## src/source/amber_sys_pkg.sv

```systemverilog
// Shared definitions for the dual-master bus system
// Wishbone widths, slave address map, slave select codes,
// timer register offsets and arbiter states

`default_nettype none

package amber_sys_pkg;

    // Bus widths
    localparam int WB_ADR_W = 32;
    localparam int WB_DAT_W = 32;
    localparam int WB_SEL_W = 4;

    // Address field that picks a slave
    localparam int SLV_SEL_MSB = 31;
    localparam int SLV_SEL_LSB = 28;

    typedef enum logic [3:0] {
        SLV_BOOT_MEM = 4'd0,
        SLV_TIMER    = 4'd1,
        SLV_NONE     = 4'hf
    } slave_sel_e;

    // Timer word offsets, address bits 4 down to 2
    typedef enum logic [2:0] {
        REG_LOAD   = 3'd0,
        REG_VALUE  = 3'd1,
        REG_CTRL   = 3'd2,
        REG_STATUS = 3'd3,
        REG_ENABLE = 3'd4,
        REG_CLEAR  = 3'd5
    } timer_reg_e;

    typedef enum logic [1:0] {
        ARB_IDLE    = 2'd0,
        ARB_GRANT_A = 2'd1,
        ARB_GRANT_B = 2'd2
    } arb_state_e;

endpackage

`default_nettype wire

```

## src/source/wb_rr_arb2.sv

```systemverilog
// Two-master round-robin Wishbone arbiter
// Grant FSM with last-granted flag, request steering onto the
// merged port and reply routing back to the owner

`timescale 1ns/1ps
`default_nettype none

module wb_rr_arb2 import amber_sys_pkg::*; (
    input  wire                 i_clk,
    input  wire                 i_rst_n,

    // Master A
    input  wire [WB_ADR_W-1:0]  i_a_adr,
    input  wire [WB_SEL_W-1:0]  i_a_sel,
    input  wire                 i_a_we,
    input  wire [WB_DAT_W-1:0]  i_a_dat,
    input  wire                 i_a_cyc,
    input  wire                 i_a_stb,
    output logic [WB_DAT_W-1:0] o_a_dat,
    output logic                o_a_ack,
    output logic                o_a_err,

    // Master B
    input  wire [WB_ADR_W-1:0]  i_b_adr,
    input  wire [WB_SEL_W-1:0]  i_b_sel,
    input  wire                 i_b_we,
    input  wire [WB_DAT_W-1:0]  i_b_dat,
    input  wire                 i_b_cyc,
    input  wire                 i_b_stb,
    output logic [WB_DAT_W-1:0] o_b_dat,
    output logic                o_b_ack,
    output logic                o_b_err,

    // Merged port
    output logic [WB_ADR_W-1:0] o_m_adr,
    output logic [WB_SEL_W-1:0] o_m_sel,
    output logic                o_m_we,
    output logic [WB_DAT_W-1:0] o_m_dat,
    output logic                o_m_cyc,
    output logic                o_m_stb,
    input  wire [WB_DAT_W-1:0]  i_m_dat,
    input  wire                 i_m_ack,
    input  wire                 i_m_err
);

    arb_state_e state;
    logic       last_b;
    logic       a_req;
    logic       b_req;
    logic       grant_a;
    logic       grant_b;

    assign a_req = i_a_cyc & i_a_stb;
    assign b_req = i_b_cyc & i_b_stb;

    // ----------------------------------------
    // Grant FSM
    // ----------------------------------------
    always_ff @(posedge i_clk or negedge i_rst_n) begin
        if (!i_rst_n) begin
            state  <= ARB_IDLE;
            // A wins the first tie
            last_b <= 1'b1;
        end else begin
            case (state)
                ARB_IDLE: begin
                    if (a_req && (!b_req || last_b)) begin
                        state  <= ARB_GRANT_A;
                        last_b <= 1'b0;
                    end else if (b_req) begin
                        state  <= ARB_GRANT_B;
                        last_b <= 1'b1;
                    end
                end
                ARB_GRANT_A,
                ARB_GRANT_B: begin
                    if (i_m_ack || i_m_err) begin
                        state <= ARB_IDLE;
                    end
                end
                default: state <= ARB_IDLE;
            endcase
        end
    end

    assign grant_a = (state == ARB_GRANT_A);
    assign grant_b = (state == ARB_GRANT_B);

    // ----------------------------------------
    // Request steering and reply routing
    // ----------------------------------------
    assign o_m_adr = grant_b ? i_b_adr : i_a_adr;
    assign o_m_sel = grant_b ? i_b_sel : i_a_sel;
    assign o_m_we  = grant_b ? i_b_we  : i_a_we;
    assign o_m_dat = grant_b ? i_b_dat : i_a_dat;
    // No cycle on the merged port while idle
    assign o_m_cyc = (grant_a & i_a_cyc) | (grant_b & i_b_cyc);
    assign o_m_stb = (grant_a & i_a_stb) | (grant_b & i_b_stb);

    assign o_a_dat = grant_a ? i_m_dat : '0;
    assign o_a_ack = grant_a & i_m_ack;
    assign o_a_err = grant_a & i_m_err;
    assign o_b_dat = grant_b ? i_m_dat : '0;
    assign o_b_ack = grant_b & i_m_ack;
    assign o_b_err = grant_b & i_m_err;

endmodule

`default_nettype wire

```

## config.mk

```make
export PLATFORM = sky130hd
export DESIGN_NAME = wb_rr_arb2
export DESIGN_NICKNAME = d
export VERILOG_FILES = /design/src/source/amber_sys_pkg.sv /design/src/source/wb_rr_arb2.sv
export SDC_FILE = /design/constraint.sdc
export NUM_CORES = 1
export LEC_CHECK = 0
export ABC_CLOCK_PERIOD_IN_PS = 3800
export BUFFER_PORTS_ARGS = -buffer_cell sky130_fd_sc_hd__clkbuf_2
export CORE_AREA = 2 2 123 125
export CTS_BUF_LIST = sky130_fd_sc_hd__clkbuf_4 sky130_fd_sc_hd__clkbuf_8
export DETAILED_ROUTE_END_ITERATION = 6
export DIE_AREA = 0 0 125 127
export PLACE_DENSITY = 0.46
export SLEW_MARGIN = 0
export SYNTH_ARGS = -nofsm -noshare
export SYNTH_HDL_FRONTEND = slang
export SYNTH_SLANG_ARGS = --single-unit
```

## constraint.sdc

```tcl
create_clock -name i_clk -period 3.8 [get_ports i_clk]
set_input_delay 0.76 -clock i_clk [delete_from_list [all_inputs] [get_ports i_clk]]
set_output_delay 0.76 -clock i_clk [all_outputs]
set_load 0.02 [all_outputs]
```

# Word-level counts from Yosys, hierarchy flattened
# Cells that the tools add are included.
word_totals:
  register_bits: 3
  output_inout_bits: 139
  in_bits: 178
op_classes:
  n_mux: 12
  eq_ne: 4
  reduce_logical: 9
  bitwise: 12
ops:
  columns: ["op", "n"]
  rows:
  - ["32-bit two-way mux", 4]
  - ["1-bit AND", 10]
  - ["2-bit two-way mux", 3]
  - ["4-bit two-way mux", 1]
  - ["2-bit case mux with 2 select lines", 1]
  - ["2-bit AND reduction", 2]
  - ["1-bit two-way mux", 3]
  - ["3-bit != test, second input constant", 1]
  - ["2-bit by 1-bit equality test with 1-bit output, second input constant", 1]
  - ["2-bit equality test, second input constant", 1]
  - ["2-bit zero test", 1]
  - ["1-bit logical OR", 2]
  - ["2-bit != test, second input constant", 1]
  - ["1-bit bitwise OR", 2]
  - ["2-bit nonzero test", 1]
  - ["2-bit OR reduction", 1]
  - ["1-bit logical AND", 1]
  - ["1-bit zero test", 1]

# Depth between registers and ports, before layout
logic_depth:
  depth_word: 6
  ltp_mapped: 6
  mapped_depth_nobuf: 5

# Worst setup path after synthesis
# Ideal clock, no wire load.
synth_path:
  path_type: "flip-flop to output port"
  from: "register state[0]"
  to: "output o_m_dat[17]"
  arrival_ns: 1.331
  stages_incl_launch_ff: 7
  t_required_ns: 3.040
  n_path_buf: 3
  setup_slack_ns: 1.709
  path_cell_list: "dfrtp_1 inv_1 ha_1 buf_6 buf_6 buf_6 mux2_4"
synth_between:
  elab_chain_len: 2
synth_lines:
  columns: ["element", "line_no", "rtl"]
  rows:
  - ["from (decl)", "wb_rr_arb2.sv:46", "arb_state_e state;"]
  - ["from (signal assigned)", "wb_rr_arb2.sv:61", "state <= ARB_IDLE;"]
  - ["from (signal assigned)", "wb_rr_arb2.sv:68", "state <= ARB_GRANT_A;"]
  - ["from (signal assigned)", "wb_rr_arb2.sv:71", "state <= ARB_GRANT_B;"]
  - ["2-bit equality test", "wb_rr_arb2.sv:87", "assign grant_b = (state == ARB_GRANT_B);"]
  - ["32-bit two-way mux", "wb_rr_arb2.sv:95", "assign o_m_dat = grant_b ? i_b_dat : i_a_dat;"]
  - ["to (decl)", "wb_rr_arb2.sv:38", "output logic [WB_DAT_W-1:0] o_m_dat,"]
# Every way passes these cells.

# Worst setup path in the final report
layout_path:
  from: "register state[0]"
  to: "output o_m_dat[7]"
# The elaborated chain is that of the path after synthesis.

==> flow_summary.ini <==
[clocking]
cts_buffers = 3
post_cts_resized = 0
htree_num_levels = 1
clock_sinks = 3
cts_setup_buffers = 0
cts.clk_slew.worst_paths_ns = 0.03
insertion_delay_ns = 0.22
hold_buffers = 0
cts_tree = built
cts_root_buffer = clkbuf_8
cts_buffer_depth = 2

[final_layout]
finish.instance_area_um2 = 3370
instances_no_fill = 667
num_antenna_cells = 0
nNetsFinal = 665
drive_gt1_share_pct = 81.6
nFillCells = 1610
syn_to_final_growth_pct = 116

[worst_setup_path]
cp-start-kind = register
critPathKind = reg2out
regToRegEndpoint = state[1]
rr_worst_depth = 5
timing.rr.start = state[1]
regToRegSetupSlack_ns = 2.22
cp.arrival_ns = 2.07
endpoint = o_m_dat[7]
crit_start = state[0]
crit_required_ns = 3.04
cp-end-kind = output pin
worstPathMaxFanout = 52

[synth]
yosys.cell_types.count = 19
synth.top_cells.by_count = and2_1 (68), mux2_2 (55), mux2_4 (14), buf_2 (6), clkbuf_1 (5)
synth.most_common_cell = and2_1
syn_area_per_cell_um2 = 8.91
synth_nets = 356
synth_area_leaders = mux2_2 (40%), and2_1 (27%), mux2_4 (13%)
synth_edf_count = 0
ys_warn_count = 0
yosys.area.top_type = mux2_2
ys_seq_elements = 3
synth-main-ff-cell = dfrtp_1
synth_top_area_share_pct = 39.7
netlist_area_um2 = 1560
ys_async_sr_fraction_pct = 100
syn_inst = 175
seq_area_frac_synth_pct = 4.90

[global_route]
grt_pass1_vias = 2338
gr-total-overflow = 0
grt_max_degree = 53
antenna_found_initial = 0
track_usage_pct = 8.65
grt_pass1_wl_um = 11600

[routing]
vias = 2432
firstDrtPassIters = 4
via_per_inst = 3.65
route.met3.wl_um = 624
wl_met1_um = 3090
first_iter_violations = 60
wl_per_cell_um = 11.9
drc = 0
drt-total-wl_um = 7940
ant_nets = 0
top_layer_used = met4
route.met2.wl_um = 4170

[floorplanning]
core_area_um2 = 14400
num_rows = 44
die-height_um = 127
die_x_um = 125
start_util_pct = 10.8
ios = 317
die_area_um2 = 15900

[placement]
dp_cells = 663
dp_hpwl_um = 7030
gp_congestion = 0.805
portBuffers = 316
place_area_um2 = 3320

[power_and_ir_drop]
p_per_area_nw_per_um2 = 478
power.leakage_uw = 0.00198
vdd_drop_max_uv = 168

[timing]
slew_viol_final = 0
skew_ns = 0.000981
final-setup-viol-count = 0
finalHoldViolCount = 0
setup_tns_ns = 0
worst_pin_slew_ns = 0.491
max_clock_freq_mhz = 353
post-route-period-util_pct = 74.6
layout_min_cycle_time_ns = 2.83
holdWs_ns = 0.332
grt_setup_unrepaired = false
max-slew-margin-rel_pct = 67.2

[hold_path]
hp-class = in2async

[job]
maxCapViolations = 0

[outcome]
status = finished clean
[worst min path at each step]
stage	from	to	slack, ns	depth (start not counted)
after floorplan	i_rst_n	state[0]	0.46	0
after CTS	i_rst_n	state[1]	0.33	1
after detailed placement	last_b	last_b	0.51	2
final	i_rst_n	state[1]	0.33	1
after global routing	i_rst_n	state[1]	0.33	1
after global placement	last_b	last_b	0.49	2
[layer usage]
metal	track usage, %	vias up
li1	-	1217
met1	10.5	1059
met2	16.4	150
met3	1.34	6
met4	1.37	0
met5	0	-
[metrics by stage]
stage	utilization (%)	setup WS (ns)	power, uW
global placement	23.0	1.15	1530
floorplan	-	1.71	1060
global route	23.4	0.829	1720
detailed placement	23.0	1.17	1520
finish	23.4	0.966	1610
CTS	23.4	0.930	1630
[cell type report]
type,instances,area (um2),share of cell area (%)
Timing Repair Buffer,319,1620,47.9
Multi-Input combinational cell,155,1390,41.3
Tap cell,184,230,6.82
Sequential cell,3,76.3,2.26
Clock buffer,4,48.8,1.45
Inverter,2,7.51,0.223
[cell usage in the layout, fill, tap and decap left out]
cell type and count:
and2_1 68, o21ai_0 2, buf_4 2, a311o_1 1, nand2_1 3, nor3b_1 1, ha_1 2, a21oi_1 2
clkbuf_4 1, buf_12 1, dfrtp_1 2, clkbuf_8 3, nor2_1 1, inv_1 2, a22o_1 2, mux2_4 14
o32ai_1 1, dfstp_2 1, ha_4 1, clkbuf_2 316, nand3_1 2, mux2_2 55
[cells by family (layout without fill, tap and decap cells)]
logic type / Yosys count / count (layout) / share of synthesized area (%)
and+or+nand+nor: 75 / 75 / 29.4
DFF: 3 / 3 / 4.90
AOI/OAI and AO/OA: 8 / 8 / 3.61
adders and majority gates: 3 / 3 / 2.41
muxes: 69 / 69 / 53.2
buffers and inverters: 17 / 325 / 6.50
[report_power, final]
group          switching [uW]  internal [uW]  total (uW)  leakage, uW
Combinational             840            611        1450      0.00192
Clock                    21.8           78.7         101    0.0000262
Sequential               11.7           49.2        60.9    0.0000366
Total                     873            739        1610      0.00198
[registers in the layout, summed over array words and instances (netlist names)]
signal  cells
last_b      1
state       2
[critical path, cell delays in order, from the launching register on]
cell,delay [ns]
dfrtp_1,0.37
inv_1,0.14
ha_4,0.44
buf_12,0.32
mux2_2,0.39
clkbuf_2,0.17
Power figures use the tool's default switching activity.
