## config.mk

```make
export PLATFORM = sky130hd
export DESIGN_NAME = timer_irq
export DESIGN_NICKNAME = d
export VERILOG_FILES = /design/src/source/amber_sys_pkg.sv /design/src/source/timer_irq.sv
export SDC_FILE = /design/constraint.sdc
export NUM_CORES = 1
export LEC_CHECK = 0
export ABC_CLOCK_PERIOD_IN_PS = 6000
export BUFFER_PORTS_ARGS = -buffer_cell sky130_fd_sc_hd__buf_2
export CAP_MARGIN = 25
export CORE_MARGIN = 3
export CORE_UTILIZATION = 45
export CTS_BUF_LIST = sky130_fd_sc_hd__clkbuf_8 sky130_fd_sc_hd__clkbuf_16
export CTS_CLUSTER_SIZE = 14
export DETAILED_ROUTE_END_ITERATION = 12
export PLACE_DENSITY = 0.74
export SLEW_MARGIN = 20
export SYNTH_ARGS = -nofsm -noshare
export SYNTH_HDL_FRONTEND = slang
export SYNTH_SLANG_ARGS = --single-unit
export TNS_END_PERCENT = 5
```

## constraint.sdc

```tcl
create_clock -name i_clk -period 6 [get_ports i_clk]
set_clock_uncertainty 0.2 [all_clocks]
set_input_delay 1.2 -clock i_clk [delete_from_list [all_inputs] [get_ports i_clk]]
set_output_delay 1.2 -clock i_clk [all_outputs]
set_load 0.005 [all_outputs]
```

## src/source/amber_sys_pkg.sv

```systemverilog
// Shared definitions for the dual-master bus system
// Wishbone widths, slave address map, slave select codes,
// timer register offsets and arbiter states

`default_nettype none

package amber_sys_pkg;

    // Bus widths
    localparam int WB_ADR_W = 32;
    localparam int WB_DAT_W = 32;
    localparam int WB_SEL_W = 4;

    // Address field that picks a slave
    localparam int SLV_SEL_MSB = 31;
    localparam int SLV_SEL_LSB = 28;

    typedef enum logic [3:0] {
        SLV_BOOT_MEM = 4'd0,
        SLV_TIMER    = 4'd1,
        SLV_NONE     = 4'hf
    } slave_sel_e;

    // Timer word offsets, address bits 4 down to 2
    typedef enum logic [2:0] {
        REG_LOAD   = 3'd0,
        REG_VALUE  = 3'd1,
        REG_CTRL   = 3'd2,
        REG_STATUS = 3'd3,
        REG_ENABLE = 3'd4,
        REG_CLEAR  = 3'd5
    } timer_reg_e;

    typedef enum logic [1:0] {
        ARB_IDLE    = 2'd0,
        ARB_GRANT_A = 2'd1,
        ARB_GRANT_B = 2'd2
    } arb_state_e;

endpackage

`default_nettype wire

```

## src/source/timer_irq.sv

```systemverilog
// Timer slave with interrupt register block
// Down counter with reload, pending status, interrupt enable
// and write-one-to-clear

`timescale 1ns/1ps
`default_nettype none

module timer_irq import amber_sys_pkg::*; (
    input  wire                 i_clk,
    input  wire                 i_rst_n,
    input  wire [WB_ADR_W-1:0]  i_adr,
    input  wire                 i_we,
    input  wire [WB_DAT_W-1:0]  i_dat,
    input  wire                 i_stb,
    output logic [WB_DAT_W-1:0] o_dat,
    output logic                o_ack,
    output logic                o_irq
);

    timer_reg_e          reg_off;
    logic [WB_DAT_W-1:0] load_q;
    logic [WB_DAT_W-1:0] count_q;
    logic                run_q;
    logic                pend_q;
    logic                irq_en_q;
    logic                start;
    logic                wr;
    logic [WB_DAT_W-1:0] rd_word;

    assign reg_off = timer_reg_e'(i_adr[4:2]);
    assign start   = i_stb & ~o_ack;
    assign wr      = start & i_we;

    // ----------------------------------------
    // Counter and registers
    // ----------------------------------------
    always_ff @(posedge i_clk or negedge i_rst_n) begin
        if (!i_rst_n) begin
            load_q   <= '0;
            count_q  <= '0;
            run_q    <= 1'b0;
            pend_q   <= 1'b0;
            irq_en_q <= 1'b0;
            o_ack    <= 1'b0;
        end else begin
            o_ack <= start;
            if (wr && reg_off == REG_CLEAR && i_dat[0]) begin
                pend_q <= 1'b0;
            end
            // Reload on zero
            // An expiry in the clear cycle keeps the interrupt pending
            if (run_q) begin
                if (count_q == '0) begin
                    count_q <= load_q;
                    pend_q  <= 1'b1;
                end else begin
                    count_q <= count_q - 1'b1;
                end
            end
            if (wr) begin
                case (reg_off)
                    REG_LOAD: begin
                        load_q  <= i_dat;
                        count_q <= i_dat;
                    end
                    REG_CTRL:   run_q    <= i_dat[0];
                    REG_ENABLE: irq_en_q <= i_dat[0];
                    default: ;
                endcase
            end
        end
    end

    // ----------------------------------------
    // Read path
    // ----------------------------------------
    always_comb begin
        case (reg_off)
            REG_LOAD:   rd_word = load_q;
            REG_VALUE:  rd_word = count_q;
            REG_CTRL:   rd_word = {{(WB_DAT_W-1){1'b0}}, run_q};
            REG_STATUS: rd_word = {{(WB_DAT_W-1){1'b0}}, pend_q};
            REG_ENABLE: rd_word = {{(WB_DAT_W-1){1'b0}}, irq_en_q};
            default:    rd_word = '0;
        endcase
    end

    always_ff @(posedge i_clk) begin
        if (start) begin
            o_dat <= rd_word;
        end
    end

    assign o_irq = pend_q & irq_en_q;

endmodule

`default_nettype wire

```

* Word-level counts from Yosys, hierarchy flattened
Index checks and enable logic that the tools add are counted.
** Word-level totals
- Bits in registers :: 100
- Output and inout bits :: 34
- Word-level logic and storage cells :: 32
** Operators by class
- Add/subtract/negate cells :: 1
- Equality and inequality tests :: 5
- Multiplexer cells :: 8
- Bitwise operators :: 4
- Reduce and logical (&&, ||, !) cells :: 7
** Operators with widths (count)
- 32-bit case mux with 5 select lines :: 1
- 32-bit 2-to-1 mux :: 4
- 32-bit zero test :: 1
- 32-bit by 1-bit subtractor with 32-bit output, second input constant :: 1
- 3-bit by 2-bit equality test with 1-bit output, second input constant :: 2
- 3-bit equality test, second input constant :: 2
- 2-bit AND reduction :: 3
- 1-bit AND :: 3
- 3-bit by 1-bit equality test with 1-bit output, second input constant :: 1
- 3-bit zero test :: 1
- 1-bit 2-to-1 mux :: 3
- 1-bit logical AND :: 2
- 1-bit NOT :: 1

* Logic depth before layout (Yosys ltp)
- Depth after elaboration :: 8
- Mapped depth :: 9
- Depth with buffers taken out :: 7

* Worst setup path before layout
Ideal clock, no wire load.
- Path type :: input-to-reg
- From :: in i_stb
- To :: reg o_dat[0], enable pin
- Library setup time :: 0.426 ns
- Arrival time :: 2.673 ns
- Data required time :: 5.374 ns
- Path slack :: 2.701 ns
- Cell stages on the path :: 1
- Path buffers :: 0
- Path through :: nor2b_1
** On the way
- Longest elaborated chain between the ends :: 1
** RTL lines
- start: declaration :: line timer_irq.sv:14 : input wire i_stb,
- 1-bit AND :: line timer_irq.sv:31 : assign start = i_stb & ~o_ack;
- end signal: assignment :: line timer_irq.sv:90 : o_dat <= rd_word;
- end: declaration :: line timer_irq.sv:15 : output logic [WB_DAT_W-1:0] o_dat,
No other way between the ends.
A chain may end at the register's enable or synchronous reset.

* Worst setup path in the final report
- From :: reg count_q[7]
- To :: reg count_q[18]
** On the way
- Longest elaborated chain between the ends :: 5
** RTL lines
- start: declaration :: line timer_irq.sv:22 : logic [WB_DAT_W-1:0] count_q;
- start signal: assignment :: line timer_irq.sv:54 : count_q <= load_q;
- start signal: assignment :: line timer_irq.sv:57 : count_q <= count_q - 1'b1;
- start signal: assignment :: line timer_irq.sv:64 : count_q <= i_dat;
- 32-bit by 1-bit subtractor with 32-bit output / 32-bit zero test (equally long branches) :: line timer_irq.sv:57, timer_irq.sv:53
- 32-bit 2-to-1 mux (*) :: line timer_irq.sv:53 : if (count_q == '0) begin
- 32-bit 2-to-1 mux (*) :: line timer_irq.sv:52 : if (run_q) begin
- 32-bit 2-to-1 mux :: line timer_irq.sv:61 : case (reg_off)
- 32-bit 2-to-1 mux (*) :: line timer_irq.sv:60 : if (wr) begin
Mark *: on every way between the ends. The rest lies on a longest branch, timed or not.

==> flow_summary_export.csv <==
group,metric,value,unit
detailed_routing,drt-initial-drc-count,335,
sta,maxSlewHeadroom,27.96,%
clocking,cts-root-buf,"clkbuf_16",
clocking,cts_buffers,9,
clocking,cts_hold_buf,0,
global_routing,grt_overflow,0,
placement,portBuffers,72,
logic_synthesis,synthTopCellsByArea,"dfrtp_1 (34%), edfxtp_1 (19%), nand2_1 (9.0%)",
logic_synthesis,synth_fa_ha_area_share,0.4941,%
cells_and_area,antenna_cells,0,
sta,worstMarginPinSlew,1.071,ns
detailed_routing,drc,0,
detailed_routing,antenna_left,0,
clocking,cts.sinks,100,
floorplanning,start_util,46.32,%
logic_synthesis,muxShareOfSynthArea,1.038,%
logic_synthesis,synth_xor_area_share,2.940,%
sta,fmax,0.2716,GHz
power_and_ir_drop,netSwitchingPower,0.7682,mW
sta,whs,0.3064,ns
global_routing,grt_usage,20.93,%
global_routing,grt_pass1_vias,4257,
sta,setup_violations,0,
logic_synthesis,ys_seq_area_share,52.57,%
floorplanning,core,0.01094,mm^2
power_and_ir_drop,seqPwrFrac,47.5,%
hold_path,hold_path.class,"flip-flop to flip-flop",
global_routing,grt_max_degree,69,
cells_and_area,final_net_count,646,
global_routing,grt_busiest_layer,"met2",
critical_path,crit_fanout,17,
critical_path,worstSetupEndpointType,"flip-flop",
logic_synthesis,synth_area_per_cell,9.666,um^2
placement,gp_congestion,0.9095,
critical_path,cp_slowest_stage_delay,0.99,ns
logic_synthesis,syn_inst,524,
detailed_routing,routedWlPerCell,17.92,um
logic_synthesis,synth_compound_area_share,16.85,%
sta,hold_violations,0,
clocking,cts_setup_buffers,0,
sta,tns,0,ns
global_routing,grt_util_met1,28.62,%
logic_synthesis,synth_top_family_by_area,"simple AND/OR/NAND/NOR gates",
critical_path,start_kind,"flip-flop",
floorplanning,die_w,112.1,um
floorplanning,num_rows,38,
power_and_ir_drop,fin_total_pwr,2.240,mW
logic_synthesis,synth.distinct_cells,58,
critical_path,required,6.03,ns
clocking,clkLatencyLatePin,0.34,ns
detailed_routing,drt-pass1-iter-count,5,
global_routing,use_met2,34.41,%
sta,drv_slew,0,
global_routing,antenna_found_initial,0,
power_and_ir_drop,intPower,1.472,mW
logic_synthesis,yosysWarnings,0,
critical_path,cp.buffers_inverters,0,
placement,dp_hpwl,8566,um
critical_path,crit_chain,"nor4_1, nand3_1, or4_1, or3_1, o211a_1",
cells_and_area,final_cell_mix,"nand2_1 (121), buf_2 (72), dfrtp_1 (68)",
cells_and_area,layout_commonest_cell,"nand2_1",
clocking,cts-resized-gates,0,
logic_synthesis,synth_edf_count,32,
global_routing,grt_first_pass_wirelength,21230,um
logic_synthesis,syn_area,0.005065,mm^2
power_and_ir_drop,clock_power_share,27.1,%
clocking,path_clk_slew,0.07,ns
critical_path,arrival,3.71,ns
logic_synthesis,yosys_most_used_dff,"dfrtp_1",
clocking,clk_path_buf_depth,2,
logic_synthesis,yosys.area_share.simple,22.55,%
logic_synthesis,syn-num-nets,594,
sta,grt_setup_unrepaired,"no",
detailed_routing,viasPerCell,5.910,
clocking,cts_tree,"yes",
critical_path,worst-setup-path-type,"flip-flop to flip-flop",
critical_path,critPathTopFamily,"simple AND/OR/NAND/NOR gates",
floorplanning,die-area,0.01256,mm^2
logic_synthesis,synth_top_area_share,33.60,%
global_routing,grt_use_met3,4.043,%
logic_synthesis,async_reset_ff_share,68.00,%
clocking,htree_levels,3,
flow_run,drv_cap,0,
detailed_routing,wl,12920,um
cells_and_area,drive_gt1_share,18.76,%
power_and_ir_drop,p_comb_share,25.4,%
run_status,status,"completed",
detailed_routing,vias,4261,
power_and_ir_drop,p_per_area,384.6,mW/mm^2
floorplanning,pin_count,102,
logic_synthesis,yosysTopAreaCell,"dfrtp_1",
cells_and_area,area_growth,15.00,%
sta,period_share,61.36,%
critical_path,cp_slowest_cell,"or4_1",
sta,period_minus_slack,3.682,ns
logic_synthesis,synth-seq-cells,100,
floorplanning,die_h,112.1,um
power_and_ir_drop,p_leak,2.527,nW
power_and_ir_drop,swShare,34.29,%
power_and_ir_drop,irDropWorstVdd,207.7,uV
## state kept, by name (all words and copies together) (netlist names)
register,cells
run_q,1
o_ack,1
count_q,32
load_q,32
irq_en_q,1
o_dat,32
pend_q,1
## logic make-up (layout without fill, tap and decap cells)
logic type,count (synthesis),in the layout
buf+inv,43,100
xor+xnor,17,17
fa+ha+maj,2,2
flops,100,100
simple gates,244,244
compound gates,113,113
mux,5,5
## power by group through the flow
stage / clock network, mW / registers (mW) / logic, mW
global route: 0.648 / 1.09 / 0.637
floorplan: 0 / 0.992 / 0.471
finish: 0.608 / 1.06 / 0.569
CTS: 0.617 / 1.06 / 0.568
detailed placement: 0 / 1.07 / 0.561
global placement: 0 / 1.06 / 0.544
## stage by stage
step | utilization, % | worst slack, ns | area (um^2) | cells
floorplan | - | 2.701 | 5065 | 524
global placement | 50.29 | 1.892 | 5499 | 704
detailed placement | 50.41 | 2.165 | 5513 | 705
CTS | 53.26 | 2.363 | 5824 | 721
global route | 53.26 | 2.100 | 5824 | 721
finish | 53.26 | 2.318 | 5824 | 721
## per-layer routing
metal / vias up / wire length (um)
met4: 0 / 187
met3: 18 / 864
li1: 2016 / -
met5: - / 0
met1: 2070 / 5543
met2: 157 / 6326
## Yosys cell counts, types with 4 or more instances
cell,number
a22o_1,31
a31oi_1,4
buf_1,6
clkbuf_1,27
dfrtp_1,68
edfxtp_1,32
inv_1,5
nand2_1,121
nand3_1,9
nand4_1,7
nor2_1,44
nor3_1,19
nor4_1,14
o211ai_1,7
o21a_1,6
o21ai_0,22
o311ai_0,5
o31ai_1,8
or3_1,6
or4_1,6
xnor2_1,8
xor2_1,9
## worst reg2reg max path: cells and delay by family (launching register included)
kind	cells	cell delay (ns)
AO/OA/AOI/OAI	1	0.13
flip-flops	1	0.47
AND/OR/NAND/NOR	4	2.77
## final cells by class
type	instances	area (um^2)
Inverter	5	18.77
Timing Repair Buffer	79	412.9
Sequential cell	100	2663
Clock inverter	7	86.33
Tap cell	140	175.2
Multi-Input combinational cell	381	2243
Clock buffer	9	225.2
Fill cell	1013	5111
## final timing paths
path | startpoint | end | slack (ns) | cells after the start
max in group asynchronous | i_rst_n | load_q[2] | 4.17 | 2
setup / recovery | count_q[7] | count_q[18] | 2.32 | 5
setup reg to reg | count_q[7] | count_q[18] | 2.32 | 5
hold reg to reg | load_q[10] | load_q[10] | 0.31 | 2
hold / removal | load_q[10] | load_q[10] | 0.31 | 2
min in group asynchronous | i_rst_n | load_q[25] | 0.86 | 2
(Power assumes the default switching activity.)
