===== src/source/amber_sys_pkg.sv =====
// Shared definitions for the dual-master bus system
// Wishbone widths, slave address map, slave select codes,
// timer register offsets and arbiter states

`default_nettype none

package amber_sys_pkg;

    // Bus widths
    localparam int WB_ADR_W = 32;
    localparam int WB_DAT_W = 32;
    localparam int WB_SEL_W = 4;

    // Address field that picks a slave
    localparam int SLV_SEL_MSB = 31;
    localparam int SLV_SEL_LSB = 28;

    typedef enum logic [3:0] {
        SLV_BOOT_MEM = 4'd0,
        SLV_TIMER    = 4'd1,
        SLV_NONE     = 4'hf
    } slave_sel_e;

    // Timer word offsets, address bits 4 down to 2
    typedef enum logic [2:0] {
        REG_LOAD   = 3'd0,
        REG_VALUE  = 3'd1,
        REG_CTRL   = 3'd2,
        REG_STATUS = 3'd3,
        REG_ENABLE = 3'd4,
        REG_CLEAR  = 3'd5
    } timer_reg_e;

    typedef enum logic [1:0] {
        ARB_IDLE    = 2'd0,
        ARB_GRANT_A = 2'd1,
        ARB_GRANT_B = 2'd2
    } arb_state_e;

endpackage

`default_nettype wire


===== src/source/wb_slave_decode.sv =====
// Slave address decoder for the merged Wishbone bus
// Strobe steering, reply combiner and the error responder
// for unmapped addresses

`timescale 1ns/1ps
`default_nettype none

module wb_slave_decode import amber_sys_pkg::*; (
    input  wire                 i_clk,
    input  wire                 i_rst_n,

    // Merged bus from the arbiter
    input  wire [WB_ADR_W-1:0]  i_adr,
    input  wire                 i_cyc,
    input  wire                 i_stb,
    output logic [WB_DAT_W-1:0] o_dat,
    output logic                o_ack,
    output logic                o_err,

    // Slave strobes
    output logic                o_mem_stb,
    output logic                o_tmr_stb,

    // Slave replies
    input  wire [WB_DAT_W-1:0]  i_mem_dat,
    input  wire                 i_mem_ack,
    input  wire [WB_DAT_W-1:0]  i_tmr_dat,
    input  wire                 i_tmr_ack
);

    slave_sel_e slv_sel;
    logic       access;
    logic       err_q;

    // Upper address nibble picks the slave
    always_comb begin
        case (i_adr[SLV_SEL_MSB:SLV_SEL_LSB])
            SLV_BOOT_MEM: slv_sel = SLV_BOOT_MEM;
            SLV_TIMER:    slv_sel = SLV_TIMER;
            default:      slv_sel = SLV_NONE;
        endcase
    end

    assign access    = i_cyc & i_stb;
    assign o_mem_stb = access & (slv_sel == SLV_BOOT_MEM);
    assign o_tmr_stb = access & (slv_sel == SLV_TIMER);

    // Error responder pulses once per unmapped access
    always_ff @(posedge i_clk or negedge i_rst_n) begin
        if (!i_rst_n) begin
            err_q <= 1'b0;
        end else begin
            err_q <= access & (slv_sel == SLV_NONE) & ~err_q;
        end
    end

    // Only the acknowledging slave drives read data
    assign o_dat = ({WB_DAT_W{i_mem_ack}} & i_mem_dat)
                 | ({WB_DAT_W{i_tmr_ack}} & i_tmr_dat);
    assign o_ack = i_mem_ack | i_tmr_ack;
    assign o_err = err_q;

endmodule

`default_nettype wire


===== config.mk =====
export PLATFORM = sky130hd
export DESIGN_NAME = wb_slave_decode
export DESIGN_NICKNAME = d
export VERILOG_FILES = /design/src/source/amber_sys_pkg.sv /design/src/source/wb_slave_decode.sv
export SDC_FILE = /design/constraint.sdc
export NUM_CORES = 1
export LEC_CHECK = 0
export ABC_AREA = 1
export BUFFER_PORTS_ARGS = -buffer_cell sky130_fd_sc_hd__buf_4
export CORE_MARGIN = 5
export CORE_UTILIZATION = 22
export DETAILED_ROUTE_END_ITERATION = 8
export GPL_ROUTABILITY_DRIVEN = 0
export GPL_TIMING_DRIVEN = 0
export HOLD_SLACK_MARGIN = 0.08
export PLACE_DENSITY = 0.81
export REMOVE_ABC_BUFFERS = 1
export SYNTH_ARGS = -nofsm -noshare
export SYNTH_HDL_FRONTEND = slang
export SYNTH_SLANG_ARGS = --single-unit
export TNS_END_PERCENT = 1

===== constraint.sdc =====
create_clock -name i_clk -period 0.8 [get_ports i_clk]
set_input_delay 0.12 -clock i_clk [delete_from_list [all_inputs] [get_ports i_clk]]
set_output_delay 0.12 -clock i_clk [all_outputs]
set_load 0.1 [all_outputs]

Word-level counts from Yosys, hierarchy flattened --
Index checks and enable logic that the tools add are counted.
Storage, ports and cells: register bits 1, bits of input ports 102, logic and storage cells 17, output and inout bits 36
Operators by class: reductions and logical operators 2, muxes and demuxes 1, eq/ne operators 3, bitwise logic cells 10
Operators with widths (number):
- AND 32 bit | 2
- bitwise OR 32 bit | 1
- == test 4 x 1 -> 1 bit (second input constant) | 2
- logical NOT 4 bit | 2
- one-hot mux 4 bit (2 select lines) | 1
- AND 1 bit | 5
- == test 4 bit (second input constant) | 1
- NOT 1 bit | 1
- bitwise OR 1 bit | 1

Longest topological paths before layout --
Gate-level depths: netlist of the first run.
depth after elaboration 5, mapped depth 4, gate-level depth less buffers 4

Least setup slack after synthesis of the first run --
No wires, ideal clock.
path type input -> output, start point input port i_adr[31], end point output port o_mem_stb, path buffers 0, stages on the path 3, data required time 680 ps, slack -855 ps, arrival 1535 ps, cell sequence nor2_1 > nand2_1 > nor2_1
Between the ends: cells in the longest elaborated chain, start to end 4, elaborated cells on any way between the ends 5, those cells by class eq/ne (1); mux (1); bitwise (1); reduce/logical (2)
RTL lines:
- start: declaration | line wb_slave_decode.sv:13 | input wire [WB_ADR_W-1:0] i_adr,
- == test 4 x 1 -> 1 bit / logical NOT 4 bit (equally long branches) | line wb_slave_decode.sv:37 | case (i_adr[SLV_SEL_MSB:SLV_SEL_LSB])
- one-hot mux 4 bit (2 select lines) (*) | line wb_slave_decode.sv:37
- logical NOT 4 bit (*) | line wb_slave_decode.sv:45 | assign o_mem_stb = access & (slv_sel == SLV_BOOT_MEM);
- AND 1 bit (*) | line wb_slave_decode.sv:45
- end: declaration | line wb_slave_decode.sv:21 | output logic o_mem_stb,
Every way passes the cells marked *; elsewhere a longest branch is shown, timed or not.

Final worst setup path of the first run --
start point input port i_mem_ack, end point output port o_ack
Between the ends: cells in the longest elaborated chain, start to end 1
RTL lines:
- start: declaration | line wb_slave_decode.sv:26 | input wire i_mem_ack,
- bitwise OR 1 bit | line wb_slave_decode.sv:60 | assign o_ack = i_mem_ack | i_tmr_ack;
- end: declaration | line wb_slave_decode.sv:17 | output logic o_ack,
Every way passes these cells.

==> metrics.yaml, run 1 <==
placed_design:
  dp.cells: 249
  post_dp_cell_area_mm2: 0.00132
  post-place-ws_ps: -240
  place.port_buffers: 109
  dpl.hpwl_um: 2250
floorplan:
  dieArea_mm2: 0.00367
  ios: 138
  dieWidth_um: 60.6
  initial_core_util_pct: 22.9
  coreArea_mm2: 0.00245
  die_h_um: 60.6
  num_rows: 18
detailed_routing:
  wl_met1_um: 1070
  top_layer: "met3"
  drt_iter0_drc: 53
  viasPerCell: 4.37
  drc: 0
  wl_um: 3330
  avgRoutedWirePerCell_um: 13.3
  route.met2.wl_um: 1840
  ant_nets: 0
  vias: 1093
  drtPass1Iterations: 4
  met3_wirelength_um: 419
timing:
  setup-tns-final_ps: -68.5
  slew_headroom_pct: 81.4
  slew_violations: 0
  fmax_mhz: 1220
  setup_viol: 5
  post-route-min-period_ps: 822
  fin_ws_ps: -22.0
  holdWs_ps: 437
  worst_pin_slew_ps: 281
  rsz0062_at_grt: "yes"
  fin_skew_ps: 0
  fin_crit_sh_pct: 103
  hold_viol_final: 0
global_routing:
  antenna_found_initial: 0
  grt_pass1_wl_um: 4400
  grt_pass1_vias: 1041
  grt_use_total_pct: 14.9
  grt_max_degree: 34
  grt.overflow.total: 0
cells_and_area:
  fin_nets: 324
  postLayoutCellArea_mm2: 0.00181
  syn2layout_area_growth_pct: 221
  num_antenna_cells: 0
  largest_reg_flops: 1
  final_cells: 250
  drive_gt1_share_pct: 63.2
  final_core_util_pct: 73.5
job:
  max_cap_violations: 0
clock_network:
  clock_latency_ps: 0
  clk_pin_slew_worst_paths_ps: 0
  post_cts_buffers: 0
critical_path:
  crit_fanout: 33
  r2r_slack_ps: 150
  worstReg2RegEnd: "o_err"
  r2r_cells: 3
  endpoint_kind: "primary output"
  critPathKind: "input pin to primary output"
  critPathArrivalTime_ps: 700
  required_ps: 680
  rr_startpoint: "o_err"
  start_kind: "input pin"
power:
  leakage_nw: 1.01
  finalPower_mw: 2.14
  ir_drop_mv: 0.771
  cellPowerDensity_mw_per_mm2: 1180
logic_synthesis:
  syn_area_per_cell_um2: 4.77
  syn_area_um2: 563
  ys_seq_area_share_pct: 4.44
  ys_ff_latch: 1
  synthCells: 118
  ys_types: 9
  yosys_warnings: 0
outcome:
  violations: "setup timing"
  status: "finished with violations"
hold_path:
  min_path_type: "input pin to asynchronous set/reset pin"
==> placed cells by master, fill, tap and decap left out <==
cell type / n
buf_12: 23
buf_16: 2
buf_4: 70
buf_6: 8
buf_8: 6
dfrtp_1: 1
dlygate4sd3_1: 1
inv_1: 3
nand2_1: 73
nand2_2: 25
nand2_4: 1
nand3_1: 1
nand3_2: 1
nor2_1: 1
nor2_4: 3
or2_1: 1
==> logic make-up after synthesis <==
| family | synth area share [%] |
|---|---|
| AND/OR/NAND/NOR | 76.0 |
| buffers and inverters | 19.6 |
| flip-flops | 4.44 |
==> power by group <==
| part | switching [mW] | total (mW) | internal [mW] |
|---|---|---|---|
| sequential | 0.00171 | 0.0561 | 0.0544 |
| clock | 0 | 0 | 0 |
| combinational | 1.32 | 2.08 | 0.760 |
| total | 1.33 | 2.14 | 0.814 |
==> routing by layer <==
| layer | track usage [%] | up-vias |
|---|---|---|
| li1 | - | 552 |
| met4 | 0 | 0 |
| met5 | 0 | - |
| met2 | 31.3 | 64 |
| met1 | 15.3 | 477 |
| met3 | 3.83 | 0 |
==> cell type report <==
cell class	count	area, um2
Timing Repair Buffer	110	1230
Fill cell	184	649
Multi-Input combinational cell	106	500
Tap cell	30	37.5
Sequential cell	1	25.0
Inverter	3	11.3
==> how the worst max path moves through the flow <==
stage          startpoint        end
2_1_floorplan   i_adr[31]  o_mem_stb
3_3_place_gp    i_tmr_ack  o_dat[21]
3_5_place_dp    i_tmr_ack  o_dat[10]
4_1_cts         i_adr[30]  o_mem_stb
5_1_grt         i_adr[30]  o_mem_stb
6_report        i_mem_ack      o_ack
==> cells in the mapped netlist <==
| cell type | number | share of area, % |
|---|---|---|
| buf_12 | 1 | 3.6 |
| buf_6 | 7 | 14 |
| dfrtp_1 | 1 | 4.4 |
| inv_1 | 3 | 2.0 |
| nand2_1 | 89 | 59 |
| nand2_2 | 10 | 11 |
| nand3_1 | 2 | 1.8 |
| nor2_1 | 4 | 2.7 |
| or2_1 | 1 | 1.1 |
==> critical path: stages <==
cell,delay [ps]
buf_16,150
or2_1,240
buf_6,190
==> repair_timing <==
action / CTS / global route
resized for setup: 58 / 63
cloned: 0 / 0
endpoints found under the hold margin: 1 / 0
endpoints found under the setup margin: 35 / 32
pin swaps: 3 / 1
hold buffers: 1 / 0
Power figures use the tool's default switching activity.
==> inputs of run 2 (changes only) <==
--- a/config.mk
+++ b/config.mk
@@ -7,13 +7,15 @@
 export LEC_CHECK = 0
 export ABC_AREA = 1
 export BUFFER_PORTS_ARGS = -buffer_cell sky130_fd_sc_hd__buf_4
+export CELL_PAD_IN_SITES_DETAIL_PLACEMENT = 1
+export CELL_PAD_IN_SITES_GLOBAL_PLACEMENT = 1
 export CORE_MARGIN = 5
-export CORE_UTILIZATION = 22
+export CORE_UTILIZATION = 10
 export DETAILED_ROUTE_END_ITERATION = 8
 export GPL_ROUTABILITY_DRIVEN = 0
 export GPL_TIMING_DRIVEN = 0
 export HOLD_SLACK_MARGIN = 0.08
-export PLACE_DENSITY = 0.81
+export PLACE_DENSITY = 0.79
 export REMOVE_ABC_BUFFERS = 1
 export SYNTH_ARGS = -nofsm -noshare
 export SYNTH_HDL_FRONTEND = slang
==> run 2 against run 1 <==
  * Largest cell class unchanged
  * Critical path depth up 2
  * Global-route usage down 6.4 points
  * Sequential power about the same
  * Register-to-register slack better by 20 ps
  * Highest routed layer unchanged
  * Routed wire length up 11%
  * The flow still finishes with violations (setup timing)
==> metrics.yaml, run 2 (synthesis gave the netlist of run 1 again) <==
detailed_routing:
  ant_nets: 0  # unchanged
  wl_um: 3710  # +11%
  drc: 0  # unchanged
  drtPass1Iterations: 4  # unchanged
  avgRoutedWirePerCell_um: 12.7  # -4.6%
  viasPerCell: 3.87  # -11%
  drt_iter0_drc: 10  # -81%
  vias: 1131  # +3.5%
timing:
  slew_violations: 0  # unchanged
  post-route-min-period_ps: 847  # +25.2 ps
  rsz0062_at_grt: "yes"
  setup-tns-final_ps: -115  # -46.1 ps
  hold_viol_final: 0  # unchanged
  slew_headroom_pct: 81.5  # about the same
  fmax_mhz: 1180  # -3.0%
  worst_pin_slew_ps: 280  # -0.333 ps
  holdWs_ps: 442  # +4.88 ps
  fin_skew_ps: 0  # unchanged
  fin_ws_ps: -47.2  # -25.2 ps
  fin_crit_sh_pct: 106  # +3.2 points
  setup_viol: 3  # -2
critical_path:
  max_stage_delay_ps: 180  # -60 ps
  crit_path_frequent_cell: "nor2_4"
  critPathArrivalTime_ps: 730  # +30 ps
  cp_slowest_cell: "buf_12"
  crit_fanout: 3  # -91%
  required_ps: 680  # about the same
  critPathKind: "input pin to primary output"
  endpoint_kind: "primary output"
  crit_chain: "buf_6 > nor2_4 > nand2_4 > nor2_4 > buf_12"
  start_kind: "input pin"
clock_network:
  post_cts_buffers: 0  # unchanged
  clock_latency_ps: 0  # unchanged
  clk_pin_slew_worst_paths_ps: 0  # unchanged
cells_and_area:
  largest_reg_flops: 1  # unchanged
  num_antenna_cells: 0  # unchanged
  layout_commonest_cell: "buf_4"
  fin_nets: 324  # unchanged
  final_cell_mix: "70 x buf_4, 60 x nand2_1, 38 x nand2_2, 32 x buf_12, 5 x buf_6"
  drive_gt1_share_pct: 68.6  # +5.5 points
  syn2layout_area_growth_pct: 245
global_routing:
  antenna_found_initial: 0  # unchanged
  grt_use_total_pct: 8.55  # -6.4 points
  grt_max_degree: 34  # unchanged
  grt_pass1_vias: 1130  # +8.5%
  grt.overflow.total: 0  # unchanged
  grt_pass1_wl_um: 5270  # +20%
floorplan:
  dieWidth_um: 85.0  # +40%
  ios: 138  # unchanged
  die_h_um: 85.0  # +40%
  initial_core_util_pct: 10.3  # -13 points
  dieArea_mm2: 0.00723  # +97%
  num_rows: 27  # +9
  coreArea_mm2: 0.00547  # +120%
power:
  cellPowerDensity_mw_per_mm2: 1140  # -3.4%
  leakage_nw: 1.03  # +1.8%
  ir_drop_mv: 0.373  # -52%
placed_design:
  place.port_buffers: 109  # unchanged
  dpl.hpwl_um: 2760  # +23%
hold_path:
  min_path_type: "input pin to asynchronous set/reset pin"
outcome:
  violations: "setup timing"
  status: "finished with violations"
job:
  max_cap_violations: 0  # unchanged
## run 2: cell counts in the layout (fill, tap and decap cells not counted)
No cell type changed its count.
## run 2: final timing paths
check	cells after the start	startpoint	slack [ps]	end
worst max-delay path	5	i_adr[30]	-50	o_tmr_stb
worst min-delay path	2	i_rst_n	440	o_err
worst max register to register	3	o_err	170	o_err
worst min register to register	3	o_err	500	o_err
max in group asynchronous	2	i_rst_n	280	o_err
min in group i_clk	5	i_adr[31]	450	o_err
## run 2: worst max-delay path, delay by kind of cell
family,cells,cell delay [ps]
buffers and inverters,2,270
and+or+nand+nor,3,330
## run 2: cell type report
class / count / area [um2]
Inverter: 3 / 11.3
Tap cell: 72 / 90.1
Multi-Input combinational cell: 106 / 528
Sequential cell: 1 / 25.0
Fill cell: 666 / 3530
Timing Repair Buffer: 110 / 1290
## run 2: power breakdown
group	switching [mW]	internal [mW]
clock	0	0
sequential	0.00144	0.0544
combinational	1.35	0.819
total	1.35	0.873
## run 2: per-stage QoR
stage | instance area (um2) | utilization, % | total power, mW | setup slack [ps] | std cells
floorplan | 464 | - | 1.19 | -855 | 110
global placement | 1370 | 25.1 | 1.74 | -291 | 291
detailed placement | 1370 | 25.1 | 1.76 | -304 | 291
CTS | 1620 | 29.6 | 1.95 | -94.5 | 292
global route | 1940 | 35.5 | 2.30 | -85.7 | 292
finish | 1940 | 35.5 | 2.22 | -47.2 | 292
## run 2: timing repair
item,CTS,global route
hold endpoints to repair,1,0
hold buffers,1,0
setup endpoints to repair,35,34
pin swaps,0,5
resized for setup,59,86
## run 2: routing by layer
metal	track usage [%]	up-vias	wire [um]
met1	10.0	512	1240
met3	1.94	0	434
met5	0	-	0
met2	16.6	68	2030
met4	0	0	0
li1	-	551	-
==> inputs of run 3 (changes only) <==
--- a/config.mk
+++ b/config.mk
@@ -10,12 +10,12 @@
 export CELL_PAD_IN_SITES_DETAIL_PLACEMENT = 1
 export CELL_PAD_IN_SITES_GLOBAL_PLACEMENT = 1
 export CORE_MARGIN = 5
-export CORE_UTILIZATION = 10
+export CORE_UTILIZATION = 11
 export DETAILED_ROUTE_END_ITERATION = 8
 export GPL_ROUTABILITY_DRIVEN = 0
 export GPL_TIMING_DRIVEN = 0
 export HOLD_SLACK_MARGIN = 0.08
-export PLACE_DENSITY = 0.79
+export PLACE_DENSITY = 0.86
 export REMOVE_ABC_BUFFERS = 1
 export SYNTH_ARGS = -nofsm -noshare
 export SYNTH_HDL_FRONTEND = slang
==> constraint.sdc (replaced) <==
create_clock -name i_clk -period 1 [get_ports i_clk]
set_input_delay 0.15 -clock i_clk [delete_from_list [all_inputs] [get_ports i_clk]]
set_output_delay 0.15 -clock i_clk [all_outputs]
set_load 0.1 [all_outputs]
==> run 3 against run 2 <==
  * The flow now finishes without violations
  * Sequential power down 20%
  * Largest cell class unchanged
  * Via count fell by 0.53%
  * Power shrank 33%
  * Critical path type unchanged
  * Combinational power is 33% lower
==> metrics.yaml, run 3 (synthesis gave the netlist of run 1 again) <==
outcome:
  status: "complete, no violations"
detailed_routing:
  drc: 0  # unchanged
  avgRoutedWirePerCell_um: 12.1  # -4.5%
  drt_iter0_drc: 4  # -6
  drtPass1Iterations: 2  # -2
  wl_um: 3520  # -5.2%
  ant_nets: 0  # unchanged
  viasPerCell: 3.88  # +0.16%
  vias: 1125  # -0.53%
placed_design:
  place.port_buffers: 109  # unchanged
  dpl.hpwl_um: 2870  # +4.1%
  dp.cells: 289  # -0.69%
  post_dp_cell_area_mm2: 0.00137  # -0.18%
power:
  cellPowerDensity_mw_per_mm2: 981  # -14%
  seq_power_share_pct: 3.0  # +0.5 points
  leakage_nw: 0.910  # -12%
  p_comb_share_pct: 97.0  # -0.5 points
  p_sw_mw: 1.01  # -25%
  switching_share_pct: 67.7  # +7.0 points
  internal-power_mw: 0.482  # -45%
  p_clk_share_pct: 0  # unchanged
  finalPower_mw: 1.49  # -33%
  ir_drop_mv: 0.306  # -18%
critical_path:
  max_stage_delay_ps: 250  # +70 ps
  start_kind: "input pin"
  crit_path_frequent_cell: "nor2_1"
  endpoint_kind: "primary output"
  critPathTopFamily: "buffers and inverters"
  critPathArrivalTime_ps: 830  # +100 ps
  worst-path-buf-inv: 2  # unchanged
  required_ps: 850  # +170 ps
  critPathKind: "input pin to primary output"
  crit_fanout: 3  # unchanged
  crit_chain: "buf_4 > nor2_1 > nand2_1 > nor2_1 > buf_6"
  cp_slowest_cell: "buf_6"
timing:
  slew_violations: 0  # unchanged
  setup_viol: 0  # -3
  worst_pin_slew_ps: 281  # +0.160 ps
  rsz0062_at_grt: "yes"
  slew_headroom_pct: 81.5  # about the same
  hold_viol_final: 0  # unchanged
  fin_skew_ps: 0  # unchanged
  setup-tns-final_ps: 0  # +115 ps
  post-route-min-period_ps: 981
  fmax_mhz: 1020
  fin_crit_sh_pct: 98.1
cells_and_area:
  largest_reg_flops: 1  # unchanged
  seq_area_um2: 25.0  # unchanged
  fillers: 672  # +0.90%
  num_antenna_cells: 0  # unchanged
  final_cells: 290  # -0.68%
  layout_commonest_cell: "nand2_1"
  fin_nets: 324  # unchanged
  multiInputGateArea_um2: 428  # -19%
  final_cell_mix: "89 x nand2_1, 73 x buf_4, 34 x buf_6, 10 x nand2_2, 4 x nor2_1"
  drive_gt1_share_pct: 54.1  # -15 points
  syn2layout_area_growth_pct: 170
  final_core_util_pct: 30.2  # -5.3 points
  postLayoutCellArea_mm2: 0.00152  # -22%
global_routing:
  antenna_found_initial: 0  # unchanged
  grt_max_degree: 34  # unchanged
  grt.overflow.total: 0  # unchanged
  grt_use_total_pct: 9.23  # +0.68 points
  grt_pass1_wl_um: 5060  # -3.9%
  grt_pass1_vias: 1196  # +5.8%
floorplan:
  coreArea_mm2: 0.00504  # -7.9%
  dieWidth_um: 81.5  # -4.1%
  ios: 138  # unchanged
  die_h_um: 81.5  # -4.1%
  initial_core_util_pct: 11.2  # +0.88 points
  dieArea_mm2: 0.00665  # -8.0%
  num_rows: 26  # -3.7%
job:
  max_cap_violations: 0  # unchanged
clock_network:
  clk_pin_slew_worst_paths_ps: 0  # unchanged
  clock_latency_ps: 0  # unchanged
  post_cts_buffers: 0  # unchanged
hold_path:
  min_path_type: "input pin to asynchronous set/reset pin"
==> run 3: cell counts in the layout (fill, tap and decap cells not counted) <==
Identical to the previous run, type by type.
==> run 3: timing repair <==
item | CTS | global route
setup endpoints to repair | 34 | 20
hold buffers | 1 | 0
hold endpoints to repair | 1 | 0
gates resized for setup | 30 | 8
==> run 3: final timing paths <==
check                           startpoint         to  slack, ps  cells past startpoint
min in group i_clk               i_adr[30]      o_err        490                      5
worst max-delay path             i_adr[31]  o_tmr_stb         20                      5
worst max register to register       o_err      o_err        370                      3
worst min register to register       o_err      o_err        500                      3
worst min-delay path               i_rst_n      o_err        490                      2
max in group asynchronous          i_rst_n      o_err        430                      2
==> run 3: cell type report <==
type / count / area share (%)
Timing Repair Buffer: 110 / 63.8
Multi-Input combinational cell: 106 / 28.1
Tap cell: 70 / 5.75
Sequential cell: 1 / 1.64
Inverter: 3 / 0.740
==> run 3: through the flow <==
step	hold slack (ps)	worst slack, ps
after floorplan	-146	-715
final	485	18.5
after CTS	477	0.682
after global placement	-74.3	-115
after detailed placement	-73.1	-165
after global routing	511	-42.8
==> run 3: power groups by stage <==
stage | clock network [mW] | logic [mW] | registers (mW)
after detailed placement | 0 | 1.36 | 0.0448
after CTS | 0 | 1.44 | 0.0448
after global routing | 0 | 1.51 | 0.0453
final | 0 | 1.45 | 0.0447
after global placement | 0 | 1.34 | 0.0448
after floorplan | 0 | 0.886 | 0.0617
==> run 3: routing by layer <==
layer | up-vias | GRT usage, % | wire length [um]
met4 | 0 | 0 | 0
met5 | - | 0 | 0
met2 | 64 | 20.8 | 1920
met1 | 512 | 7.80 | 1040
met3 | 0 | 3.18 | 560
li1 | 549 | - | -
